[src/include/hdc_defines.svh]
`ifndef HDC_DEFINES_SVH
`define HDC_DEFINES_SVH

// hypervector width in bits, keep a multiple of 32
`define HDC_DIM 256
// 32-bit bus words per hypervector
`define HDC_WORDS (`HDC_DIM / 32)
// item memory depth, power of two
`define HDC_ITEMS 64
// queue depths
`define HDC_INSTR_DEPTH 4
`define HDC_RESULT_DEPTH 2

// wishbone byte addresses
`define HDC_A_CTRL 8'h00
`define HDC_A_ITEM_SEL 8'h04
`define HDC_A_COMMIT 8'h08
`define HDC_A_INSTR 8'h0C
`define HDC_A_STATUS 8'h10
`define HDC_A_STAGE 8'h40
`define HDC_A_RESULT 8'h80

`endif

[src/logic/hdc_pkg.sv]
`include "hdc_defines.svh"

package hdc_pkg;

    // one hypervector
    typedef logic [`HDC_DIM-1:0] hv_t;

    // item memory index, instruction index taken modulo depth
    typedef logic [$clog2(`HDC_ITEMS)-1:0] item_idx_t;

    // instruction word
    // upper half one-hot op field, lower half item index
    typedef struct packed {
        logic [15:0] op_bits;
        logic [15:0] idx;
    } instr_t;

    // decoded operation
    typedef enum logic [3:0] {
        op_none,
        op_load,
        op_perm_load,
        op_perm_acc,
        op_xor_load,
        op_xor_held,
        op_store,
        op_copy,
        op_invalid
    } op_e;

endpackage

[src/logic/hdc_decode.sv]
`timescale 1ns/1ps

module hdc_decode (
    input  logic                clk,
    input  logic                reset,
    input  logic                run,
    input  logic                instr_valid,
    input  hdc_pkg::instr_t     instr_data,
    input  hdc_pkg::hv_t        mem_rd_data,
    input  logic                result_full,
    output logic                instr_pop,
    output logic                mem_rd_en,
    output hdc_pkg::item_idx_t  mem_rd_idx,
    output logic                op_valid,
    output hdc_pkg::op_e        op,
    output hdc_pkg::hv_t        operand
);

    import hdc_pkg::*;

    op_e head_op;
    logic store_s2;
    logic store_in_flight;

    // lowest set bit wins, nothing in bits 6..0 is invalid
    function automatic op_e decode_op(logic [15:0] bits);
        op_e r;
        r = op_invalid;
        if (bits[0])
            r = op_load;
        else if (bits[1])
            r = op_perm_load;
        else if (bits[2])
            r = op_perm_acc;
        else if (bits[3])
            r = op_xor_load;
        else if (bits[4])
            r = op_xor_held;
        else if (bits[5])
            r = op_store;
        else if (bits[6])
            r = op_copy;
        return r;
    endfunction

    assign head_op = decode_op(instr_data.op_bits);

    // stores between pop and the result queue
    // cycle 1 is op_valid, cycle 2 is store_valid in execute
    assign store_in_flight = (op_valid && (op == op_store)) || store_s2;

    // hold off while halted or the result queue could overflow
    assign instr_pop  = run && instr_valid && !result_full && !store_in_flight;
    // item read in the pop cycle, index modulo memory depth
    assign mem_rd_en  = instr_pop;
    assign mem_rd_idx = item_idx_t'(instr_data.idx);

    // memory read register already lines up with op_valid
    assign operand = mem_rd_data;

    always_ff @(posedge clk) begin
        if (reset) begin
            op_valid <= 1'b0;
            op       <= op_none;
            store_s2 <= 1'b0;
        end else begin
            op_valid <= instr_pop;
            op       <= instr_pop ? head_op : op_none;
            store_s2 <= op_valid && (op == op_store);
        end
    end

endmodule

[config.mk]
export PLATFORM = sky130hd
export DESIGN_NAME = hdc_decode
export DESIGN_NICKNAME = d
export VERILOG_FILES = /design/src/logic/hdc_pkg.sv /design/src/logic/hdc_decode.sv
export VERILOG_INCLUDE_DIRS = /design/src /design/src/include
export SDC_FILE = /design/constraint.sdc
export NUM_CORES = 1
export LEC_CHECK = 0
export BUFFER_PORTS_ARGS = -buffer_cell sky130_fd_sc_hd__buf_2
export CAP_MARGIN = 0
export CORE_AREA = 2 2 218 220
export DETAILED_ROUTE_END_ITERATION = 16
export DIE_AREA = 0 0 220 222
export GPL_TIMING_DRIVEN = 0
export PLACE_DENSITY = 0.31
export SLEW_MARGIN = 10
export SYNTH_ARGS = -nofsm -noshare
export SYNTH_HDL_FRONTEND = slang
export SYNTH_SLANG_ARGS = --single-unit
[constraint.sdc]
create_clock -name clk -period 1.05 [get_ports clk]
set_clock_uncertainty 0.15 [all_clocks]
set_input_delay 0.105 -clock clk [delete_from_list [all_inputs] [get_ports clk]]
set_output_delay 0.105 -clock clk [all_outputs]
set_load 0.02 [all_outputs]
==> run_results.csv <==
group,metric,value,unit
cts,cts_root_buffer,"clkbuf_16",
floorplanning,placementRows,79,
synth,synth_ff_type,"dfxtp_1",
cells_and_area,fin_cells,1187,
routing,drt-total-wl,11100,um
setup_path,path_max_fanout,3,
sta,final.setup.tns,-1.68,ns
synth,synth-seq-cells,6,
flow_run,maxCapViolCount,0,
global_routing,busiest_layer,"met2",
sta,hold_slack,0.0168,ns
cells_and_area,fillCellCount,5440,
synth,async_reset_ff_share,0,%
status,outcome,"finished, violations left",
floorplanning,die_h,222,um
sta,rsz0062_at_grt,"true",
routing,wl_per_cell,9.33,um
cts,h-tree-depth,1,
sta,worst_pin_slew,0.228,ns
status,violations,"setup timing",
global_routing,grt_antenna_before_repair,1,
routing,num_vias,2626,
sta,setup_slack,-0.397,ns
global_routing,grt_pass1_vias,2581,
cts,clkSlewWorstSetupHoldPaths,0.03,ns
cts,cts_tree,"done",
synth,syn_inst,291,
floorplanning,die_w,220,um
min_path,hp-class,"input pin to register",
cts,clk_latency,0.23,ns
placement,dp.cells,1178,
routing,routed_via_density,2.21,
global_routing,overflow,0,
synth,synth_top_area_cell,"buf_4",
synth,synth_area_per_cell,7.68,um2
global_routing,use_met2,7.31,%
sta,slew-limit-headroom,84.7,%
synth,yosysWarnings,0,
global_routing,met1_usage,3.72,%
cts,numCtsBuffers,3,
synth,post-synth-top-count-cell,"buf_4",
routing,dr.pass1.iters,4,
routing,antenna_left,0,
synth,synth_common_cells,"buf_4 (263), dfxtp_1 (6), nor2_1 (4), inv_1 (3)",
synth,synth_top_area_share,88.3,%
setup_path,cp.arrival,1.19,ns
cts,cts_buffer_depth,2,
synth,netlist_area,2240,um2
synth,synth_area_leaders,"buf_4 (88%), dfxtp_1 (5.4%), nor2_1 (0.67%)",
placement,io_buffers,280,
sta,hold_viol,0,
sta,period_minus_slack,1.45,ns
floorplanning,initial_core_util,4.83,%
power,leakage,2.55,nW
routing,drt-initial-drc-count,29,
placement,place_hpwl,10500,um
cells_and_area,final_util,9.85,%
setup_path,cp.required,0.79,ns
placement,placed_cell_area,4410,um2
floorplanning,ios,562,
floorplanning,die_area,48800,um2
power,worst_ir_drop_vdd,0.000486,V
synth,synth_nets,584,
setup_path,startpoint_type,"register",
global_routing,grt_pass1_wl,14300,um
placement,place.gp.congestion,0.838,
sta,finalCritPeriodShare,138,%
floorplanning,core,46300,um2
cts,clock-sinks,6,
sta,finalSetupViolCount,7,
setup_path,crit_path_end_kind,"output port",
global_routing,grtUsageTotal,3.88,%
cells_and_area,fin_nets,874,
synth,synth_edf_count,0,
power,finalPower,2.95,mW
cells_and_area,syn2layout_area_growth,104,%
power,powerDensity,647,nW/um2
placement,dp_slack,-0.265,ns
cells_and_area,layout-drive-gt1-share,96.9,%
synth,yosysSeqAreaShare,5.37,%
global_routing,grt_max_degree,5,
global_routing,use_met3,0.288,%
setup_path,crit_type,"register to output port",
synth,synth.distinct_cells,17,
sta,drv_slew,0,
sta,fmax,691,MHz
cells_and_area,final_cell_area,4560,um2
routing,drcViolationCount,0,
[cell usage in the layout, fill, tap and decap left out]
cell	instances
nor2_1	4
o21ai_0	1
dfxtp_4	1
clkbuf_16	3
nor3_2	2
buf_2	277
a21oi_1	1
and4bb_1	1
diode_2	1
nand2_1	1
o311a_1	1
a21oi_2	1
inv_1	3
nand4b_1	1
dfxtp_1	1
nor3b_2	1
buf_4	268
dlygate4sd3_1	1
or3_1	1
o211ai_4	1
buf_6	2
nor2b_1	1
nor3_1	1
o21a_2	1
dfxtp_2	4
[sequential cells by signal (all words and copies together), names as in the netlist]
| signal | count |
|---|---|
| store_s2 | 1 |
| op_valid | 1 |
| op | 4 |
[where the power goes]
group | switching (mW) | leakage, nW | total [mW] | internal (mW)
sequential | 0.00271 | 0.0512 | 0.233 | 0.231
combinational | 1.09 | 2.46 | 2.09 | 1.00
clock | 0.135 | 0.0370 | 0.624 | 0.489
[routing by layer]
metal / part of all wire (%) / up-vias
li1: - / 1204
met1: 31 / 1122
met2: 52 / 278
met3: 9.5 / 22
met4: 7.3 / 0
met5: 0 / -
[logic make-up after synthesis]
| group | share of synthesized area [%] |
|---|---|
| compound gates | 2.01 |
| buf+inv | 88.8 |
| simple gates | 3.81 |
| flops | 5.37 |
[worst paths after layout]
| path | from | end | slack, ns | depth (start not counted) |
|---|---|---|---|---|
| max | op[3] | mem_rd_en | -0.40 | 4 |
| min | instr_data[20] | op[3] | 0.02 | 4 |
| min reg2reg | op[0] | store_s2 | 0.31 | 1 |
| max reg2reg | op[3] | op[1] | -0.31 | 5 |
[worst max-delay path, stage by stage (launching register included)]
cell      delay [ns]
dfxtp_2         0.31
nand4b_1        0.18
o21a_2          0.24
buf_6           0.11
buf_6           0.12
[repair_timing]
action	CTS	global route
gates resized for setup	4	5
hold buffers	1	0
endpoints found under the setup margin	8	9
endpoints found under the hold margin	1	0
setup buffers	4	1
pin swaps	4	2
[layout make-up]
type	count	area, um2	area share (%)
Antenna cell	1	2.50	0.0549
Buffer	263	1980	43.4
Clock buffer	3	75.1	1.65
Inverter	3	11.3	0.247
Multi-Input combinational cell	19	149	3.27
Sequential cell	6	129	2.83
Tap cell	607	759	16.7
Timing Repair Buffer	285	1450	31.9
Note: power is estimated with default switching activity, not from simulation.
