<file path="config.mk">
export PLATFORM = sky130hd
export DESIGN_NAME = hdc_execute
export DESIGN_NICKNAME = d
export VERILOG_FILES = /design/src/logic/hdc_pkg.sv /design/src/logic/hdc_execute.sv
export VERILOG_INCLUDE_DIRS = /design/src /design/src/include
export SDC_FILE = /design/constraint.sdc
export NUM_CORES = 2
export LEC_CHECK = 0
export BUFFER_PORTS_ARGS = -buffer_cell sky130_fd_sc_hd__buf_2
export CORE_MARGIN = 4
export CORE_UTILIZATION = 51
export DETAILED_ROUTE_END_ITERATION = 10
export GPL_TIMING_DRIVEN = 1
export PLACE_DENSITY_LB_ADDON = 0.05
export SETUP_SLACK_MARGIN = 0.02
export SYNTH_ARGS = -nofsm -noshare
export SYNTH_HDL_FRONTEND = slang
export SYNTH_SLANG_ARGS = --single-unit
</file>
<file path="constraint.sdc">
create_clock -name clk -period 16.8 [get_ports clk]
set_clock_uncertainty 0.15 [all_clocks]
set_input_delay 2.52 -clock clk [delete_from_list [all_inputs] [get_ports clk]]
set_output_delay 2.52 -clock clk [all_outputs]
set_load 0.02 [all_outputs]
</file>
<file path="src/include/hdc_defines.svh">
`ifndef HDC_DEFINES_SVH
`define HDC_DEFINES_SVH

// hypervector width in bits, keep a multiple of 32
`define HDC_DIM 256
// 32-bit bus words per hypervector
`define HDC_WORDS (`HDC_DIM / 32)
// item memory depth, power of two
`define HDC_ITEMS 64
// queue depths
`define HDC_INSTR_DEPTH 4
`define HDC_RESULT_DEPTH 2

// wishbone byte addresses
`define HDC_A_CTRL 8'h00
`define HDC_A_ITEM_SEL 8'h04
`define HDC_A_COMMIT 8'h08
`define HDC_A_INSTR 8'h0C
`define HDC_A_STATUS 8'h10
`define HDC_A_STAGE 8'h40
`define HDC_A_RESULT 8'h80

`endif

</file>
<file path="src/logic/hdc_pkg.sv">
`include "hdc_defines.svh"

package hdc_pkg;

    // one hypervector
    typedef logic [`HDC_DIM-1:0] hv_t;

    // item memory index, instruction index taken modulo depth
    typedef logic [$clog2(`HDC_ITEMS)-1:0] item_idx_t;

    // instruction word
    // upper half one-hot op field, lower half item index
    typedef struct packed {
        logic [15:0] op_bits;
        logic [15:0] idx;
    } instr_t;

    // decoded operation
    typedef enum logic [3:0] {
        op_none,
        op_load,
        op_perm_load,
        op_perm_acc,
        op_xor_load,
        op_xor_held,
        op_store,
        op_copy,
        op_invalid
    } op_e;

endpackage

</file>
<file path="src/logic/hdc_execute.sv">
`timescale 1ns/1ps

module hdc_execute (
    input  logic           clk,
    input  logic           reset,
    input  logic           run,
    input  logic           op_valid,
    input  hdc_pkg::op_e   op,
    input  hdc_pkg::hv_t   operand,
    output logic           store_valid,
    output hdc_pkg::hv_t   store_data
);

    import hdc_pkg::*;

    // accumulator and held vector
    hv_t acc;
    hv_t held;

    // permutation by one step toward bit 0
    // bit 0 wraps to the top
    function automatic hv_t rotr1(hv_t v);
        return {v[0], v[$bits(hv_t)-1:1]};
    endfunction

    always_ff @(posedge clk) begin
        if (reset || !run) begin
            // halted state drops both vectors
            acc         <= '0;
            held        <= '0;
            store_valid <= 1'b0;
        end else begin
            store_valid <= op_valid && (op == op_store);
            if (op_valid) begin
                case (op)
                    op_load:      acc <= operand;
                    op_perm_load: acc <= rotr1(operand);
                    op_perm_acc:  acc <= rotr1(acc);
                    op_xor_load:  acc <= acc ^ operand;
                    op_xor_held:  acc <= acc ^ held;
                    // snapshot acc for later binding
                    op_copy:      held <= acc;
                    op_invalid: begin
                        acc  <= '0;
                        held <= '0;
                    end
                    // store and none leave state alone
                    default: begin
                        acc  <= acc;
                        held <= held;
                    end
                endcase
            end
        end
    end

    // stored vector valid with store_valid
    always_ff @(posedge clk) begin
        if (op_valid && (op == op_store))
            store_data <= acc;
    end

    // decode spaces stores so no new store meets the one being emitted
    assert property (@(posedge clk) disable iff (reset)
        store_valid |-> !(op_valid && (op == op_store)));

endmodule

</file>
==> results.md <==
- Root Buffer: clkbuf_16
- Largest net degree at the start of global routing: 176
- Starting Density: 51.9%
- Post-DP HPWL: 66.4 mm
- Share of the synthesized area in the top cell type: 27.5%
- Total grt overflow: 0
- Vias: 32,100
- Count of different cell masters after synthesis: 32
- Outcome: finished, final reports clean
- Post_cts resized: 0
- Vias in the first global route: 31,000
- Die area: 77,600 um^2
- Skew-Pair Late Insertion Delay: 0.63 ns
- Layout area overhead: 13.8%
- Static Leak: 14.8 nW
- Cells after synthesis: 3,752
- Syn_area_per_cell: 9.95 um^2
- ANT nets after route: 0
- Slew Limit Headroom: 20.3%
- Crit Path Class: in2reg
- Buf/Inv on CP: 3
- IO Pins: 521
- Port-buffer cells: 520
- Setup Fix Bufs, Post-CTS: 0
- Chip Width: 279 um
- Yosys reg bits: 769
- F_max: 152 MHz
- Worst path arrival time: 6.89 ns
- Final wirelength: 123 mm
- Pre-Repair DR Iteration Count: 6
- CTS Hold Bufs: 0
- Met3 GRT Util: 7.13%
- Clk slew on worst S/H paths: 0.06 ns
- Register area share after synthesis: 48.1%
- Actual slew at the worst max-slew pin: 1.20 ns
- Chip height: 279 um
- CP Launch Type: input port
- Sequence of cells on the critical path: buf_8 -> or2_4 -> nor3b_2 -> o31a_2 -> buf_4 -> buf_4 -> o32ai_1
- Hold Path Class: reg2reg
- Setup_tns: 0 ns
- Total Power: 4.26 mW
- Core area: 72,000 um^2
- Placement Rows: 98
- Period utilisation layout: 39.3%
- Share of post-route cells with drive strength above 1: 18.2%
- Longest Clk Path Bufs: 3
- Syn Std Cell Area: 37,300 um^2
- Final hold violation count: 0
- Fillcell total: 6,315
- Final max-slew violation count: 0
- Max-cap violations: 0
- Worst EP required: 17.10 ns
- RSZ-0062 raised after global routing: no
- GRT busiest layer: met2
- Top delay family on crit path: buffers and inverters
- Final setup viols: 0
- Nets: 4,270
- Worst stage delay on the critical path: 0.89 ns
- Crit. End Element: flip-flop
- H-tree Lvls: 3
- Cell taking the most area after synthesis: dfxtp_1
- Drt drc: 0
- Vias/cell: 6.34
- Met2 GRT Util: 46.9%
- Routed len/inst: 24.3 um
- First-pass GRT wire length: 189 mm
- FF+latch area: 18,000 um^2
- Synthesis Warnings: 0
- CTS tree: yes
- M1 GR Usage: 40.8%
- Antenna violations before repair: 42
- Iter 0 DRT Violations: 2,941
- Area contributors post-synth: dfxtp_1, edfxtp_1, nor3_1
- Num CTS Buffers: 85
- GPL Wtd Cong: 0.796
- Crit path max fanout: 69
- Pwr Density: 100 nW/um^2
- Total track usage: 30.0%
- Max VDD drop: 89.0 uV
- Slowest CP cell: o31a_2
- Area of the multi-input gates: 17,500 um^2
- Post-layout minimum cycle time: 6.60 ns
- Post-Syn Nets: 4,016
- Most Frequent Cell on Critical Path: buf_4
- Clock Sinks: 769
registers in the layout (all words and copies together) (netlist names):
signal	cells
held	256
acc	256
store_data	256
store_valid	1
cells in the mapped netlist (all sizes together):
| library cell | n |
|---|---|
| edfxtp | 256 |
| buf | 247 |
| nor2b | 2 |
| or3b | 1 |
| clkbuf | 154 |
| a22oi | 256 |
| and4 | 1 |
| nand2b | 3 |
| dfxtp | 513 |
| nand2 | 256 |
| o31a | 2 |
| nor2 | 514 |
| nand3b | 1 |
| and4b | 1 |
| xor2 | 256 |
| o32a | 256 |
| o311ai | 1 |
| nor3b | 2 |
| or2 | 1 |
| mux2i | 256 |
| o32ai | 256 |
| nor4b | 1 |
| o21ai | 2 |
| nor3 | 513 |
| nand3 | 1 |
power breakdown:
group / switching (mW) / internal [mW] / total, mW
sequential: 0.0278 / 1.94 / 1.97
combinational: 0.296 / 0.166 / 0.462
clock: 0.768 / 1.06 / 1.83
total: 1.09 / 3.17 / 4.26
cells in the final DEF (no fill, tap or decap), types with 2 or more instances in the layout:
cell type and count:
nor2_1 513, clkbuf_8 12, o32ai_1 213, nor3_1 513
diode_2 30, mux2i_1 256, clkbuf_1 34, o32a_1 256
nand2b_4 3, clkbuf_16 89, buf_4 44, edfxtp_1 256
buf_12 4, nand2_1 256, buf_2 518, inv_6 2
xor2_1 256, clkinv_2 11, clkinv_1 7, a22oi_1 256
buf_8 2, o31a_2 2, dfxtp_1 513, o32ai_2 43
bufinv_16 2
tightest hold or removal path, cell delays in order, from the launching register on:
cell and delay [ns]:
dfxtp_1 0.33, a22oi_1 0.06, nor2_1 0.07
layout make-up:
class	count	share of cell area, %
Sequential cell	769	42.2
Timing Repair Buffer	568	7.14
Tap cell	950	2.80
Antenna cell	30	0.177
Clock buffer	135	5.93
Multi-Input combinational cell	2582	41.3
Clock inverter	24	0.439
through the flow:
step	cell area (um^2)	utilization (%)	hold WS, ns	std cells	setup slack [ns]
after detailed placement	39700	55.2	0.334	4869	9.61
after global placement	39700	55.2	0.327	4869	9.65
final	42500	59.1	0.346	5058	10.20
after CTS	42400	59.0	0.349	5028	10.26
after floorplan	37300	-	0.315	3752	2.14
after global routing	42500	59.0	0.364	5047	10.08
final timing paths:
kind,slack [ns],startpoint,endpoint,depth (start not counted)
worst max register to register,15.34,acc[107]$_SDFFE_PP0P_,acc[106]$_SDFFE_PP0P_,3
worst max-delay path,10.20,op[0],acc[91]$_SDFFE_PP0P_,7
worst min register to register,0.35,held[247]$_SDFFE_PP0P_,held[247]$_SDFFE_PP0P_,2
worst min-delay path,0.35,held[247]$_SDFFE_PP0P_,held[247]$_SDFFE_PP0P_,2
routing by layer:
metal / up-vias / share of wire, %
met5: - / 0.11
met4: 24 / 2.9
met3: 205 / 8.7
met2: 1328 / 46
met1: 15800 / 42
li1: 14700 / -
cells by family (layout without fill, tap and decap cells):
| logic type | Yosys count | in the layout | synth area share (%) |
|---|---|---|---|
| XOR/XNOR | 256 | 256 | 6.00 |
| AND/OR/NAND/NOR | 1297 | 1297 | 14.9 |
| flip-flops | 769 | 769 | 48.1 |
| multiplexers | 256 | 256 | 6.86 |
| other | 0 | 30 | 0 |
| AO/OA/AOI/OAI | 773 | 773 | 19.0 |
| buffers and inverters | 401 | 727 | 5.08 |
Power figures use the tool's default switching activity.
