`config.mk`:
```
export PLATFORM = sky130hd
export DESIGN_NAME = hdc_wb_regs
export DESIGN_NICKNAME = d
export VERILOG_FILES = /design/src/logic/hdc_pkg.sv /design/src/logic/hdc_wb_regs.sv
export VERILOG_INCLUDE_DIRS = /design/src /design/src/include
export SDC_FILE = /design/constraint.sdc
export NUM_CORES = 1
export LEC_CHECK = 0
export BUFFER_PORTS_ARGS = -buffer_cell sky130_fd_sc_hd__clkbuf_2
export CORE_MARGIN = 8
export CORE_UTILIZATION = 50
export DETAILED_ROUTE_END_ITERATION = 10
export PLACE_DENSITY = 0.78
export SLEW_MARGIN = 20
export SYNTH_ARGS = -nofsm -noshare
export SYNTH_HDL_FRONTEND = slang
export SYNTH_SLANG_ARGS = --single-unit
```
`constraint.sdc`:
```
create_clock -name clk -period 7.2 [get_ports clk]
set_input_delay 0.72 -clock clk [delete_from_list [all_inputs] [get_ports clk]]
set_output_delay 0.72 -clock clk [all_outputs]
set_load 0.03 [all_outputs]
```
`src/include/hdc_defines.svh`:
```
`ifndef HDC_DEFINES_SVH
`define HDC_DEFINES_SVH

// hypervector width in bits, keep a multiple of 32
`define HDC_DIM 256
// 32-bit bus words per hypervector
`define HDC_WORDS (`HDC_DIM / 32)
// item memory depth, power of two
`define HDC_ITEMS 64
// queue depths
`define HDC_INSTR_DEPTH 4
`define HDC_RESULT_DEPTH 2

// wishbone byte addresses
`define HDC_A_CTRL 8'h00
`define HDC_A_ITEM_SEL 8'h04
`define HDC_A_COMMIT 8'h08
`define HDC_A_INSTR 8'h0C
`define HDC_A_STATUS 8'h10
`define HDC_A_STAGE 8'h40
`define HDC_A_RESULT 8'h80

`endif

```
`src/logic/hdc_pkg.sv`:
```
`include "hdc_defines.svh"

package hdc_pkg;

    // one hypervector
    typedef logic [`HDC_DIM-1:0] hv_t;

    // item memory index, instruction index taken modulo depth
    typedef logic [$clog2(`HDC_ITEMS)-1:0] item_idx_t;

    // instruction word
    // upper half one-hot op field, lower half item index
    typedef struct packed {
        logic [15:0] op_bits;
        logic [15:0] idx;
    } instr_t;

    // decoded operation
    typedef enum logic [3:0] {
        op_none,
        op_load,
        op_perm_load,
        op_perm_acc,
        op_xor_load,
        op_xor_held,
        op_store,
        op_copy,
        op_invalid
    } op_e;

endpackage

```
`src/logic/hdc_wb_regs.sv`:
```
`timescale 1ns/1ps
`include "hdc_defines.svh"

module hdc_wb_regs (
    input  logic                              clk,
    input  logic                              reset,
    input  logic                              cyc,
    input  logic                              stb,
    input  logic                              we,
    input  logic [7:0]                        adr,
    input  logic [31:0]                       dat_w,
    input  logic [3:0]                        sel,
    input  logic                              instr_full,
    input  logic [31:0]                       result_word,
    input  logic                              result_avail,
    input  logic                              instr_empty,
    output logic                              ack,
    output logic [31:0]                       dat_r,
    output logic                              run,
    output logic                              instr_push,
    output hdc_pkg::instr_t                   instr_wdata,
    output logic                              mem_wr_en,
    output hdc_pkg::item_idx_t                mem_wr_idx,
    output hdc_pkg::hv_t                      mem_wr_data,
    output logic [$clog2(`HDC_WORDS)-1:0]     result_sel,
    output logic                              result_read
);

    import hdc_pkg::*;

    localparam int word_w = $clog2(`HDC_WORDS);
    // byte span of one vector window
    localparam logic [7:0] win_mask = 8'(4 * `HDC_WORDS - 1);

    hv_t stage;
    item_idx_t item_sel;
    logic req, accept, instr_wr;
    logic is_stage, is_result, is_commit;
    logic [word_w-1:0] word_idx;
    logic [31:0] rd_val;

    // byte-lane merge for partial writes
    function automatic logic [31:0] merge_bytes(logic [31:0] old_val,
                                                logic [31:0] new_val,
                                                logic [3:0] be);
        logic [31:0] r;
        r = old_val;
        for (int i = 0; i < 4; i++) begin
            if (be[i])
                r[8*i +: 8] = new_val[8*i +: 8];
        end
        return r;
    endfunction

    // address decode
    assign word_idx  = adr[word_w+1:2];
    assign is_stage  = ((adr & ~win_mask) == `HDC_A_STAGE);
    assign is_result = ((adr & ~win_mask) == `HDC_A_RESULT);
    assign is_commit = (adr == `HDC_A_COMMIT);

    // new request, ignored during the ack cycle
    assign req      = cyc && stb && !ack;
    assign instr_wr = req && we && (adr == `HDC_A_INSTR);
    // INSTR write waits here while the queue is full
    assign accept   = req && !(instr_wr && instr_full);

    assign instr_push  = instr_wr && !instr_full;
    assign instr_wdata = instr_t'(dat_w);

    // commit copies the whole staging buffer
    assign mem_wr_en   = accept && we && is_commit;
    assign mem_wr_idx  = item_sel;
    assign mem_wr_data = stage;

    // result pops on last word, decided in hdc_result
    assign result_sel  = word_idx;
    assign result_read = accept && !we && is_result;

    // read mux
    always_comb begin
        rd_val = '0;
        if (is_stage)
            rd_val = stage[word_idx*32 +: 32];
        else if (is_result)
            rd_val = result_word;
        else begin
            case (adr)
                `HDC_A_CTRL:     rd_val = {31'b0, run};
                `HDC_A_ITEM_SEL: rd_val = 32'(item_sel);
                `HDC_A_STATUS:   rd_val = {29'b0, instr_full, instr_empty, result_avail};
                default:         rd_val = '0;
            endcase
        end
    end

    always_ff @(posedge clk) begin
        if (reset) begin
            ack      <= 1'b0;
            run      <= 1'b0;
            item_sel <= '0;
        end else begin
            ack <= accept;
            if (accept && we && sel[0]) begin
                if (adr == `HDC_A_CTRL)
                    run <= dat_w[0];
                if (adr == `HDC_A_ITEM_SEL)
                    item_sel <= dat_w[$bits(item_idx_t)-1:0];
            end
        end
    end

    // staging buffer and read data, no reset
    always_ff @(posedge clk) begin
        if (accept && we && is_stage)
            stage[word_idx*32 +: 32] <= merge_bytes(stage[word_idx*32 +: 32], dat_w, sel);
        if (accept && !we)
            dat_r <= rd_val;
    end

    // single-cycle ack per access
    assert property (@(posedge clk) disable iff (reset) ack |=> !ack);

endmodule

```
==> reports/qor.yml <==
die-area_mm2: 0.0326
wl_mm: 46.9
ff2ff_path_depth: 3
synthArstFlopShare_pct: 0
path_common_cell: "ha_1"
netlist_area_mm2: 0.0135
critPathMaxStageDelay_ns: 1.14
pin_count: 418
layout_commonest_cell: "clkbuf_2"
ys_warn_count: 0
final.setup.tns_ns: 0
finalSetupViolCount: 0
p_leak_nw: 6.79
max_cap_viol_count: 0
numCtsBuffers: 31
fin_cells: 1736
hold_depth: 2
slew_violations: 0
hold_class: "in2reg"
rsz0062_at_grt: "false"
dpl.hpwl_mm: 32.2
ys_seq_elements: 296
antenna_left: 0
maxSlewHeadroom_pct: 23.9
grt_pass1_vias: 10700
synth_cells: 1006
vias: 10400
grt.overflow.total: 0
crit_path_start: "adr[3]"
timing.fmax_mhz: 235
crit_required_ns: 7.36
post_cts_resize_count: 0
dp_cells: 1678
synth_edf_count: 288
crit_fanout: 40
n_antenna_cell: 0
drive_above_1_share_pct: 41.0
clock_sinks: 296
cp-end-kind: "register"
ir_drop_mv: 0.189
r2r_slack_ns: 4.55
final_nets: 1461
grt_pass1_wl_mm: 68.4
die_y_um: 181
drtIter0Drc: 1019
io_buffers: 417
critPathLaunchType: "primary input"
finalHoldViolCount: 0
drcViolationCount: 0
path_clk_slew_ns: 0.07
synth_fp_nets: 1095
area_delta_synth_final_pct: 23.9
cts_tree: "built"
rows: 60
r2r_end: "mem_wr_data[206]"
fp.dieW_um: 181
post-route-min-period_ns: 4.25
path_class: "in2reg"
status: "completed"
tightest_slew_ns: 1.14
arrival_ns: 4.41
final_cell_mix: "clkbuf_2, edfxtp_1, nor2_1"
start_util_pct: 50.5
syn_avg_cell_area_um2: 13.5
grt_max_degree: 41
crit_end: "mem_wr_data[61]"
root_buffer: "clkbuf_16"
core_area_mm2: 0.0268
postCtsSetupBuffers: 0
clock_latency_ns: 0.55
power.density_mw_per_mm2: 232
synth_ff_type: "edfxtp_1"
wl_per_cell_um: 27.0
h-tree-depth: 1
viasPerCell: 6.00
cts.path.max_buffers: 3
finClkSkew_ns: 0.0129
r2r_start: "ack"
antenna_found_initial: 0
crit_path_cell_trace: "buf_4 > inv_1 > ha_1 > ha_1 > nor2b_1 > nand3_2 > nor2_4"
synth_cell_types: 41
dr.pass1.iters: 5
track_usage_pct: 27.7
gp_congestion: 0.862
crit_slowest_cell: "nor2_4"
period_share_pct: 59.0
utilization_pct: 62.6
cts_hold_buf: 0
seq_area_frac_synth_pct: 65.1
logic make-up after synthesis:
family | share of synthesized area (%)
AND/OR/NAND/NOR | 11.5
multiplexers | 13.4
buffers and inverters | 4.21
AO/OA/AOI/OAI | 5.32
flip-flops | 65.1
adder cells (fa/ha/maj) | 0.462
registers in the layout (all words and copies together), names as in the netlist:
name and flops:
run 1, mem_wr_data 256, dat_r 32, ack 1
mem_wr_idx 6
report_power, final:
| group | switching, mW | total (mW) | internal [mW] |
|---|---|---|---|
| Clock | 0.683 | 1.66 | 0.973 |
| Sequential | 0.00230 | 1.89 | 1.89 |
| Combinational | 0.235 | 0.344 | 0.110 |
| Total | 0.920 | 3.89 | 2.97 |
per-layer routing:
layer	global-route usage, %	part of all wire (%)	vias up
li1	-	-	4392
met1	33.0	36	5181
met2	47.4	49	723
met3	7.48	10	115
met4	10.7	3.8	0
met5	0	0	-
worst min-delay path by stage:
stage	from	endpoint	slack, ns
after global placement	mem_wr_idx[2]	mem_wr_idx[2]	0.48
final	instr_full	ack	0.41
after CTS	instr_full	ack	0.39
after detailed placement	mem_wr_idx[5]	mem_wr_idx[5]	0.49
after global routing	instr_full	ack	0.42
after floorplan	mem_wr_idx[1]	mem_wr_idx[1]	0.61
per-stage QoR:
| step | setup slack [ns] | instance area, µm² | power [mW] | hold WS [ns] |
|---|---|---|---|---|
| after floorplan | 2.22 | 13500 | 2.16 | 0.607 |
| after global placement | 2.66 | 15700 | 2.26 | 0.479 |
| after detailed placement | 2.43 | 15700 | 2.27 | 0.486 |
| after CTS | 3.00 | 16700 | 3.89 | 0.391 |
| after global routing | 2.74 | 16800 | 3.98 | 0.420 |
| final | 2.95 | 16800 | 3.89 | 0.414 |
area by class of cell:
type	instances	area, µm²
clock buffers	39	806
well taps	341	427
multi-input cells	610	4270
clock inverters	17	231
repair buffers	429	2220
inverters	4	15.0
flip-flops and latches	296	8810
fillers	2078	10000
critical path, delay by kind of cell:
kind	cells	cell delay, ns
and+or+nand+nor	3	2.28
buffers and inverters	2	0.70
adders and majority gates	2	0.66
synth_stat cells (7+ instances only):
library cell	number	area [µm²]
edfxtp_1	288	8650
nor2_1	271	1020
mux2i_1	75	751
buf_4	41	308
o22ai_1	38	238
nand2_1	37	139
clkbuf_1	35	131
nand2b_1	34	213
mux4_2	26	586
mux2_2	22	248
o21ai_0	16	80.1
buf_2	14	70.1
o31ai_2	12	150
a22o_1	11	96.3
dfxtp_1	8	160
mux2i_2	7	96.3
o31ai_1	7	52.6
No activity file was read; power rests on OpenSTA's default activity.
