--- src/logic/hdc_fifo.sv ---
`timescale 1ns/1ps

module hdc_fifo #(
    parameter type entry_t = logic [31:0],
    parameter int depth = 4
) (
    input  logic                           clk,
    input  logic                           reset,
    input  logic                           push,
    input  logic                           pop,
    input  entry_t                         wdata,
    output entry_t                         rdata,
    output logic                           empty,
    output logic                           full,
    output logic [$clog2(depth+1)-1:0]     count
);

    localparam int aw = (depth > 1) ? $clog2(depth) : 1;

    // storage, no reset on payload
    entry_t mem [depth];
    logic [aw-1:0] wr_ptr;
    logic [aw-1:0] rd_ptr;

    // wrap at depth, depth need not be a power of two
    function automatic logic [aw-1:0] next_ptr(logic [aw-1:0] p);
        return (p == aw'(depth - 1)) ? '0 : p + 1'b1;
    endfunction

    always_ff @(posedge clk) begin
        if (reset) begin
            wr_ptr <= '0;
            rd_ptr <= '0;
            count  <= '0;
        end else begin
            if (push)
                wr_ptr <= next_ptr(wr_ptr);
            if (pop)
                rd_ptr <= next_ptr(rd_ptr);
            // occupancy moves only on push xor pop
            case ({push, pop})
                2'b10:   count <= count + 1'b1;
                2'b01:   count <= count - 1'b1;
                default: count <= count;
            endcase
        end
    end

    always_ff @(posedge clk) begin
        if (push)
            mem[wr_ptr] <= wdata;
    end

    // head shown without a read cycle
    assign rdata = mem[rd_ptr];
    assign empty = (count == '0);
    assign full  = (count == ($clog2(depth+1))'(depth));

    // producers must check full, consumers must check empty
    assert property (@(posedge clk) disable iff (reset) !(push && full));
    assert property (@(posedge clk) disable iff (reset) !(pop && empty));

endmodule

--- config.mk ---
export PLATFORM = sky130hd
export DESIGN_NAME = hdc_fifo
export DESIGN_NICKNAME = d
export VERILOG_FILES = /design/src/logic/hdc_fifo.sv
export SDC_FILE = /design/constraint.sdc
export NUM_CORES = 1
export LEC_CHECK = 0
export BUFFER_PORTS_ARGS = -buffer_cell sky130_fd_sc_hd__buf_2
export CAP_MARGIN = 40
export CORE_ASPECT_RATIO = 1.2
export CORE_MARGIN = 2
export CORE_UTILIZATION = 25
export DETAILED_ROUTE_END_ITERATION = 7
export PLACE_DENSITY = 0.49
export SETUP_SLACK_MARGIN = 0.2
export SLEW_MARGIN = 15
export SYNTH_ARGS = -nofsm -noshare
export SYNTH_HDL_FRONTEND = slang
export SYNTH_SLANG_ARGS = --single-unit
--- constraint.sdc ---
create_clock -name clk -period 4.19 [get_ports clk]
set_input_delay 0.838 -clock clk [delete_from_list [all_inputs] [get_ports clk]]
set_output_delay 0.838 -clock clk [all_outputs]
set_load 0.01 [all_outputs]
==> run summary, run 1 <==
The run finished with clean final reports. The endpoint identified for the worst register-to-register timing path is count[2]$_SDFFE_PP0P_. The post-route clock period utilization is 0.721. The post-synthesis register bit count is 137, and the count of boundary I/O pins is 73.

The total area inside the core boundary comes to 20100 µm². For hold timing, the worst endpoint is count[2]$_SDFFE_PP0P_. Power comes to 3.29 mW. The share of synthesized registers carrying an async set or reset came out at 0.

For this run, the detailed router's first-pass iteration total came to 4. The worst hold path begins at count[2]$_SDFFE_PP0P_. After detailed routing, the total wire length is 10000 µm. The sum of buffers and inverters on the critical path was 2; the fraction of post-synthesis cell area in the top cell type by area was 0.753. The run gives 3.35 ns as the required time of the critical path. By count the netlist is led by sky130_fd_sc_hd__edfxtp_1 (128), sky130_fd_sc_hd__mux4_2 (30), sky130_fd_sc_hd__dfxtp_1 (9), sky130_fd_sc_hd__inv_1 (7), sky130_fd_sc_hd__nor2_1 (7). The Yosys step of the flow raised 0 warnings.

The run gives 2 as the clock tree buffer depth. For the pin with the worst max-slew slack, the measured transition is 0.557 ns. Setup slack on the worst reg-to-reg path comes out at 2.61 ns. Counting the buffers created by CTS gives 17. Global routing finished with a remaining overflow of 0. The depth of the most critical reg-to-reg path works out to 5. Post-synthesis cell type with the largest combined area: sky130_fd_sc_hd__edfxtp_1.

For the max-slew violation count, the log shows 0. On the critical path, the stage with the largest delay is an instance of sky130_fd_sc_hd__dfxtp_2. For this run, the leading register cell type out of synthesis is sky130_fd_sc_hd__edfxtp_1. The number of antenna violations at the first check in global routing was 1.

The critical path's largest stage delay is 0.68 ns, and the number of DRC violations after detailed routing is 0. The total count of hold-check failures in the final report is 0. The wire-length estimate of the detail-placed layout is 6290 µm.

The achievable frequency is 331 MHz, and the height of the die is 161 µm. The initial core utilization is 0.254. In the routed layout, each cell is associated on average with a via count of 4.09. Ranked by total cell area, the synthesized netlist is headed by sky130_fd_sc_hd__edfxtp_1 (75%), sky130_fd_sc_hd__mux4_2 (13%), sky130_fd_sc_hd__dfxtp_1 (3.5%), sky130_fd_sc_hd__ha_1 (1.5%), sky130_fd_sc_hd__buf_12 (1.2%).

The tools report the first-pass GRT wire length as 15500 µm. The count of endpoints failing setup in the final report came out at 0. The number of buffers added to fix hold violations after cts was 0.

The finished layout holds 585 standard cells, fillers aside. The tools report the startpoint kind of the worst setup timing path as a flip-flop. The die covers 21600 µm². The maximum vdd ir drop came out at 249 µV.

The synthesized instance count is 215, and the port buffer count is 72. Among all cell types in the netlist, the one instantiated most often is sky130_fd_sc_hd__edfxtp_1. The logs give 0 for the number of instances resized during post-cts repair and 0.42 ns for the clock insertion delay at the later pin of the skew report. For this design the static power due to leakage is 2.18 nW. For the overall via count from detail_route, the log shows 2391. The worst hold path was traced through 2 stages.

The detail route stage leaves a number of antenna-violating nets equal to 0. Counting the fill cells in the layout gives 1970. For the pre-CTS setup slack, the log shows 1.49 ns.

Clock-pin slew was measured on the worst setup and hold paths at 0.06 ns. Counting tap cells, the placed design contains a total of 552 instances. The mean instance size in the synthesized netlist was 23.7 µm²; the power per unit of standard cell area was 513 nW/µm². The floorplan row count is 57, and the share of the yosys chip area belonging to registers is 0.788. Of all nets on the critical path, the largest fanout is 15. For this design, the sink count on the clock tree is 137.

The number of nets handed over by synthesis was 258. The mapped netlist covers 5110 µm². Setup slack closes at 1.17 ns. After detailed routing, the average wire length per cell comes to 17.2 µm. The chip width works out to 134 µm.

Data arrives at the worst endpoint at 2.18 ns. The number of enable flip-flop cells after synthesis was 128. The tools report the global router's overall resource usage as 0.101. At the end of routability-driven placement, the weighted congestion stood at 0.641.

Entering global routing, the biggest net connects 27 pins. After clock tree synthesis, the setup repair step added 0 buffers. The via count of the first global-routing pass was 2709.

For this run, the post-layout net count is 349. After layout, the minimum clock period comes to 3.02 ns. Ratio of cells with drive above 1 in the final layout: 0.455. The min-delay analysis places its worst path in the category flip-flop to flip-flop. The DRC violation total after the first TritonRoute iteration is 115. The worst setup path is captured at an output port. The growth of design area from synthesis to finish came out at 25.6%. TritonCTS built the clock tree. The final setup TNS is 0 ns. The signal on the critical path passes through buf_4 > mux4_2 > buf_2. For the CTS H-tree depth, the log shows 4. In this run the critical register-to-register path is launched from count[0]$_SDFFE_PP0P_. The kind of cell with the highest combined delay along the critical path is flip-flops.

Between clock sinks in the finished design, the worst skew comes to 0.00732 ns. The tools report the clock tree root buffer cell as sky130_fd_sc_hd__clkbuf_16. After synthesis, the netlist uses 20 different library cells.

Setup repair after global routing left no endpoint under its margin. Relative max-transition margin: 0.628. The startpoint-to-endpoint class of the critical path is flip-flop to output port.

The tool flagged a number of max-cap violations equal to 0.
placed cells by master, fill, tap and decap left out, drive strengths merged:
master,synthesis,final
buf,7,79
nor3b,2,2
bufinv,0,2
nor2,7,7
a21oi,4,4
and3,1,1
fa,1,1
clkbuf,0,17
clkinv,0,5
ha,6,6
dfxtp,9,9
xor2,2,2
mux2i,2,2
o21ai,1,1
and2,4,4
nor3,1,1
clkinvlp,0,5
or3,1,1
mux4,32,32
diode,0,1
inv,7,10
edfxtp,128,128
layout make-up:
class | count | area, µm² | share of cell area
Clock inverter | 15 | 150 | 0.0234
Inverter | 7 | 26.3 | 0.00410
Antenna cell | 1 | 2.50 | 0.000390
Timing Repair Buffer | 79 | 475 | 0.0741
Clock buffer | 17 | 425 | 0.0663
Sequential cell | 137 | 4030 | 0.628
Multi-Input combinational cell | 64 | 975 | 0.152
Tap cell | 265 | 332 | 0.0517
how the worst max path moves through the flow:
stage,start,endpoint,cells after the start,slack (ns)
2_1_floorplan,push,count[2]$_SDFFE_PP0P_,7,2.08
4_1_cts,flip-flop,rdata[13],3,1.03
5_1_grt,flip-flop,rdata[16],3,0.97
3_5_place_dp,flip-flop,rdata[13],3,1.49
3_3_place_gp,flip-flop,rdata[13],3,1.48
6_report,flip-flop,rdata[14],3,1.17
cells by family after synthesis:
logic type | Yosys count | synth area share
compound gates | 5 | 0.00490
xor+xnor | 2 | 0.00343
fa+ha+maj | 7 | 0.0186
buf+inv | 14 | 0.0221
flops | 137 | 0.788
mux | 34 | 0.147
simple gates | 16 | 0.0164
flip-flops by register name, indices dropped and copies added (netlist names), named ones only:
register  count
rd_ptr        2
wr_ptr        2
count         3
mem         128
metal layers:
layer  wire [µm]  track usage  vias to the layer above
met2        5400        0.173                       54
li1            -            -                     1081
met5           0            0                        -
met3         450       0.0350                       16
met4         234       0.0502                        0
met1        3950        0.110                     1240
through the flow:
step | hold slack (ns) | cell area [µm²] | util
after floorplan | 0.492 | 5110 | -
after global placement | 0.497 | 5730 | 0.285
after detailed placement | 0.531 | 5830 | 0.290
after CTS | 0.540 | 6410 | 0.319
after global routing | 0.561 | 6410 | 0.319
final | 0.526 | 6410 | 0.319
where the power goes:
group | switching (mW) | total, mW | internal [mW] | leakage [nW]
clock | 0.573 | 1.45 | 0.873 | 0.267
sequential | 0.0251 | 1.58 | 1.56 | 1.25
combinational | 0.135 | 0.260 | 0.125 | 0.662
total | 0.733 | 3.29 | 2.56 | 2.18
worst min-delay path, stage by stage (launching register included):
cell and delay (ns):
sky130_fd_sc_hd__dfxtp_1 0.33, sky130_fd_sc_hd__o21ai_0 0.09, sky130_fd_sc_hd__a21oi_1 0.06
(Power assumes the default switching activity.)
==> run 2: changes to the inputs <==
ABC_AREA = 1   (was default)
clock period = 2.95 ns   (was 4.19 ns; I/O delays follow)
==> run 2 against run 1 <==
  * Clock skew is 0.0039 ns higher
  * Highest routed layer unchanged
  * Critical endpoint is now rdata[10]
  * Cell area stayed put
  * Routed wire length is 16% higher
  * Largest cell class unchanged
  * Global-route usage is 1.2 points higher
  * Via count is 34% higher
  * Hold slack worse by 0.14 ns
==> run summary, run 2 <==
Setup repair after global routing left no endpoint under its margin. The count of boundary I/O pins came out at 73. For the number of setup buffers added after CTS, the log shows 0. CTS placed an instance of sky130_fd_sc_hd__clkbuf_16 at the clock tree root. The power per unit of standard cell area was 737 nW/µm². The startpoint identified for the worst hold timing path is reset.

For the final routed database, the setup TNS stands at 0 ns. The tools report the pre-CTS setup slack as 0.747 ns. By area the synthesized netlist is led by sky130_fd_sc_hd__edfxtp_1 (73%), sky130_fd_sc_hd__nor2_1 (4.9%), sky130_fd_sc_hd__o21ai_0 (3.8%), sky130_fd_sc_hd__o22ai_1 (3.8%), sky130_fd_sc_hd__dfxtp_1 (3.4%). Number of flip-flops under the largest register name: 128. The synthesized area came out at 5240 µm².

The congestion estimate from routability-driven global placement came to 0.666. Summed over all instances, the cell type with the most area after synthesis is sky130_fd_sc_hd__edfxtp_1. The relative contribution of sequential cells to total power is 0.476, and the first-pass GRT wire length is 18400 µm. After layout, the minimum clock period comes to 2.41 ns.

Yosys mapped a number of flops with a built-in enable equal to 128. The count of endpoints failing setup in the final report is 0, and the mean number of vias per cell is 4.40. For the max-slew violation count, the log shows 0. Cell internal power was estimated by the tool at 3.60 mW.

The post-route clock period utilization was 0.816. The tightest hold path in the finished design has a slack of 0.386 ns. The clock net in this run drives a total of 137 sinks. By instance count, the leading cell after synthesis is sky130_fd_sc_hd__edfxtp_1. The DRC violation total after the first TritonRoute iteration is 163, and the core area is 20800 µm².

The logs give 0 for the number of antenna violations at the first check in global routing and 4 for the CTS H-tree depth. The number of DRC violations after detailed routing was 0. The later pin in the worst-skew pair is clocked with a latency of 0.41 ns.

The logs give 0 for the total count of hold-check failures in the final report and 0 for the count of inserted antenna diode cells. The tool flagged a number of max-cap violations equal to 0. The switching power total was 1.12 mW.

The tools report the final design utilization as 0.309. The tools report the post-route cell area as 6410 µm². The first detailed-routing pass took 4 iterations.

The global router's overall resource usage was 0.112. The run finished with clean final reports. The worst setup path is launched from a flip-flop. From synthesis to final layout, the design area changed by 22.4%. Entering global routing, the biggest net connects 65 pins.

The largest registers in the layout are mem x128, count x3. The share of synthesized registers carrying an async set or reset came out at 0. The logs give 6800 µm for the final HPWL from detailed placement and 369 for the synthesized instance count.

Once detail routing completed, the nets flagged for antenna violations numbered 0. The floorplan step set the die height to 163 µm. The number of different library cells used by synthesis comes to 20. For the worst setup path, the data required time is 2.36 ns.

The post-synthesis register bit count was 137; the mean instance size in the synthesized netlist was 14.2 µm². Of all nets on the critical path, the largest fanout is 32. For the endpoint arrival time on the critical path, the log shows 1.82 ns. In this run the critical register-to-register path is launched from wr_ptr[1]$_SDFFE_PP0P_.

For the pin with the worst max-slew slack, the measured transition is 0.703 ns. The worst hold path belongs to the class primary input to flip-flop. The achievable frequency is 415 MHz. The proportion of power drawn by the clock network was 0.435. For the final total power, the log shows 4.73 mW. Summed over all layers, the global routing overflow is 0. In this run the core area contains 58 standard-cell rows. In the layout the commonest cells are sky130_fd_sc_hd__edfxtp_1 (128), sky130_fd_sc_hd__buf_2 (72), sky130_fd_sc_hd__nor2_1 (69), sky130_fd_sc_hd__o21ai_0 (40), sky130_fd_sc_hd__o22ai_1 (32). The port buffer count was 72. The fraction of power spent switching nets is 0.238. The clock transition at the registers of the reported paths came out at 0.06 ns. Buffers inserted during clock tree synthesis total 17.

The fraction of post-synthesis cell area in the top cell type by area is 0.734. The ratio of cells with drive above 1 in the final layout was 0.256. For this run, the leading register cell type out of synthesis is sky130_fd_sc_hd__edfxtp_1.

During synthesis, Yosys emitted a total of 0 warnings. The most frequent standard cell in the layout excluding fill and tap cells is sky130_fd_sc_hd__edfxtp_1. The logs give 0.252 for the initial core utilization and 5830 µm² for the area after detailed placement. The per-cell routed wire length was 15.9 µm; the chip width was 136 µm. The worst setup path is captured at an output port. Synthesis produced a netlist with a net count of 412.

The startpoint-to-endpoint class of the critical path was flip-flop to output port. For the combinational power share, the log shows 0.089. Counting cells, the worst reg-to-reg path comes to 5. The detailed router placed 3214 vias in this run. The post-layout net count was 491; the static leakage was 2.29 nW. The die covers 22100 µm². The cell count of the worst hold path was 2.

The logs give 0.530 for the relative max-transition margin and 699 for the total placed cells including tap cells. By count the netlist is led by sky130_fd_sc_hd__edfxtp_1 (128), sky130_fd_sc_hd__nor2_1 (69), sky130_fd_sc_hd__o21ai_0 (40), sky130_fd_sc_hd__o22ai_1 (32), sky130_fd_sc_hd__o21ai_1 (28). Wires add up to 11600 µm.

Clock skew on the completed layout was measured at 0.0112 ns. The logs give 0.768 for the share of the yosys chip area belonging to registers and 2 for the clock tree buffer depth. The logs give 0.543 ns for the final worst-path setup slack and 3511 for the via count of the first global-routing pass.

Register with the highest flop count: mem. TritonCTS built the clock tree. IR analysis of the VDD net gives a maximum drop of 366 µV. Setup slack on the worst reg-to-reg path comes out at 1.18 ns.

The tools report the number of standard cells in the layout, taps in and fillers out as 731.
run 2: path summary, 6_finish.rpt:
kind / endpoint
max: rdata[10]
min: wr_ptr[0]$_SDFFE_PP0P_
max reg2reg: mem[1][1]$_DFFE_PP_
min reg2reg: wr_ptr[1]$_SDFFE_PP0P_
run 2: cells by family after synthesis:
family                     share of synthesized area
AOI/OAI and AO/OA                              0.108
adders and majority gates                     0.0182
and+or+nand+nor                               0.0612
DFF                                            0.768
buffers and inverters                         0.0444
run 2: timing repair:
action | 4_1_cts | 5_1_grt
gates resized for setup | 0 | 1
hold buffers | 0 | 0
endpoints found under the setup margin | 0 | 1
run 2: critical path, stage by stage, from the launching register on:
cell and delay (ns):
sky130_fd_sc_hd__dfxtp_1 0.31, sky130_fd_sc_hd__inv_2 0.51, sky130_fd_sc_hd__o21ai_0 0.19, sky130_fd_sc_hd__o22ai_1 0.21, sky130_fd_sc_hd__buf_2 0.17
run 2: power by group through the flow:
| stage | Combinational (mW) | Sequential, mW | Clock, mW |
|---|---|---|---|
| after floorplan | 0.259 | 2.28 | 0 |
| after global placement | 0.421 | 2.29 | 0 |
| after detailed placement | 0.430 | 2.29 | 0 |
| after CTS | 0.431 | 2.25 | 2.11 |
| after global routing | 0.473 | 2.26 | 2.19 |
| final | 0.419 | 2.25 | 2.06 |
run 2: final cells by class:
cell class,count,area (µm²)
Fill cell,2138,14300
Clock inverter,15,153
Clock buffer,17,425
Sequential cell,137,4030
Timing Repair Buffer,79,413
Tap cell,270,338
Inverter,18,75.1
Multi-Input combinational cell,195,981
run 2: layer usage:
metal	share of wire	track usage	wire length (µm)
met4	0.016	0.0502	184
met1	0.44	0.131	5100
met5	0	0	0
met3	0.039	0.0314	458
met2	0.51	0.191	5890
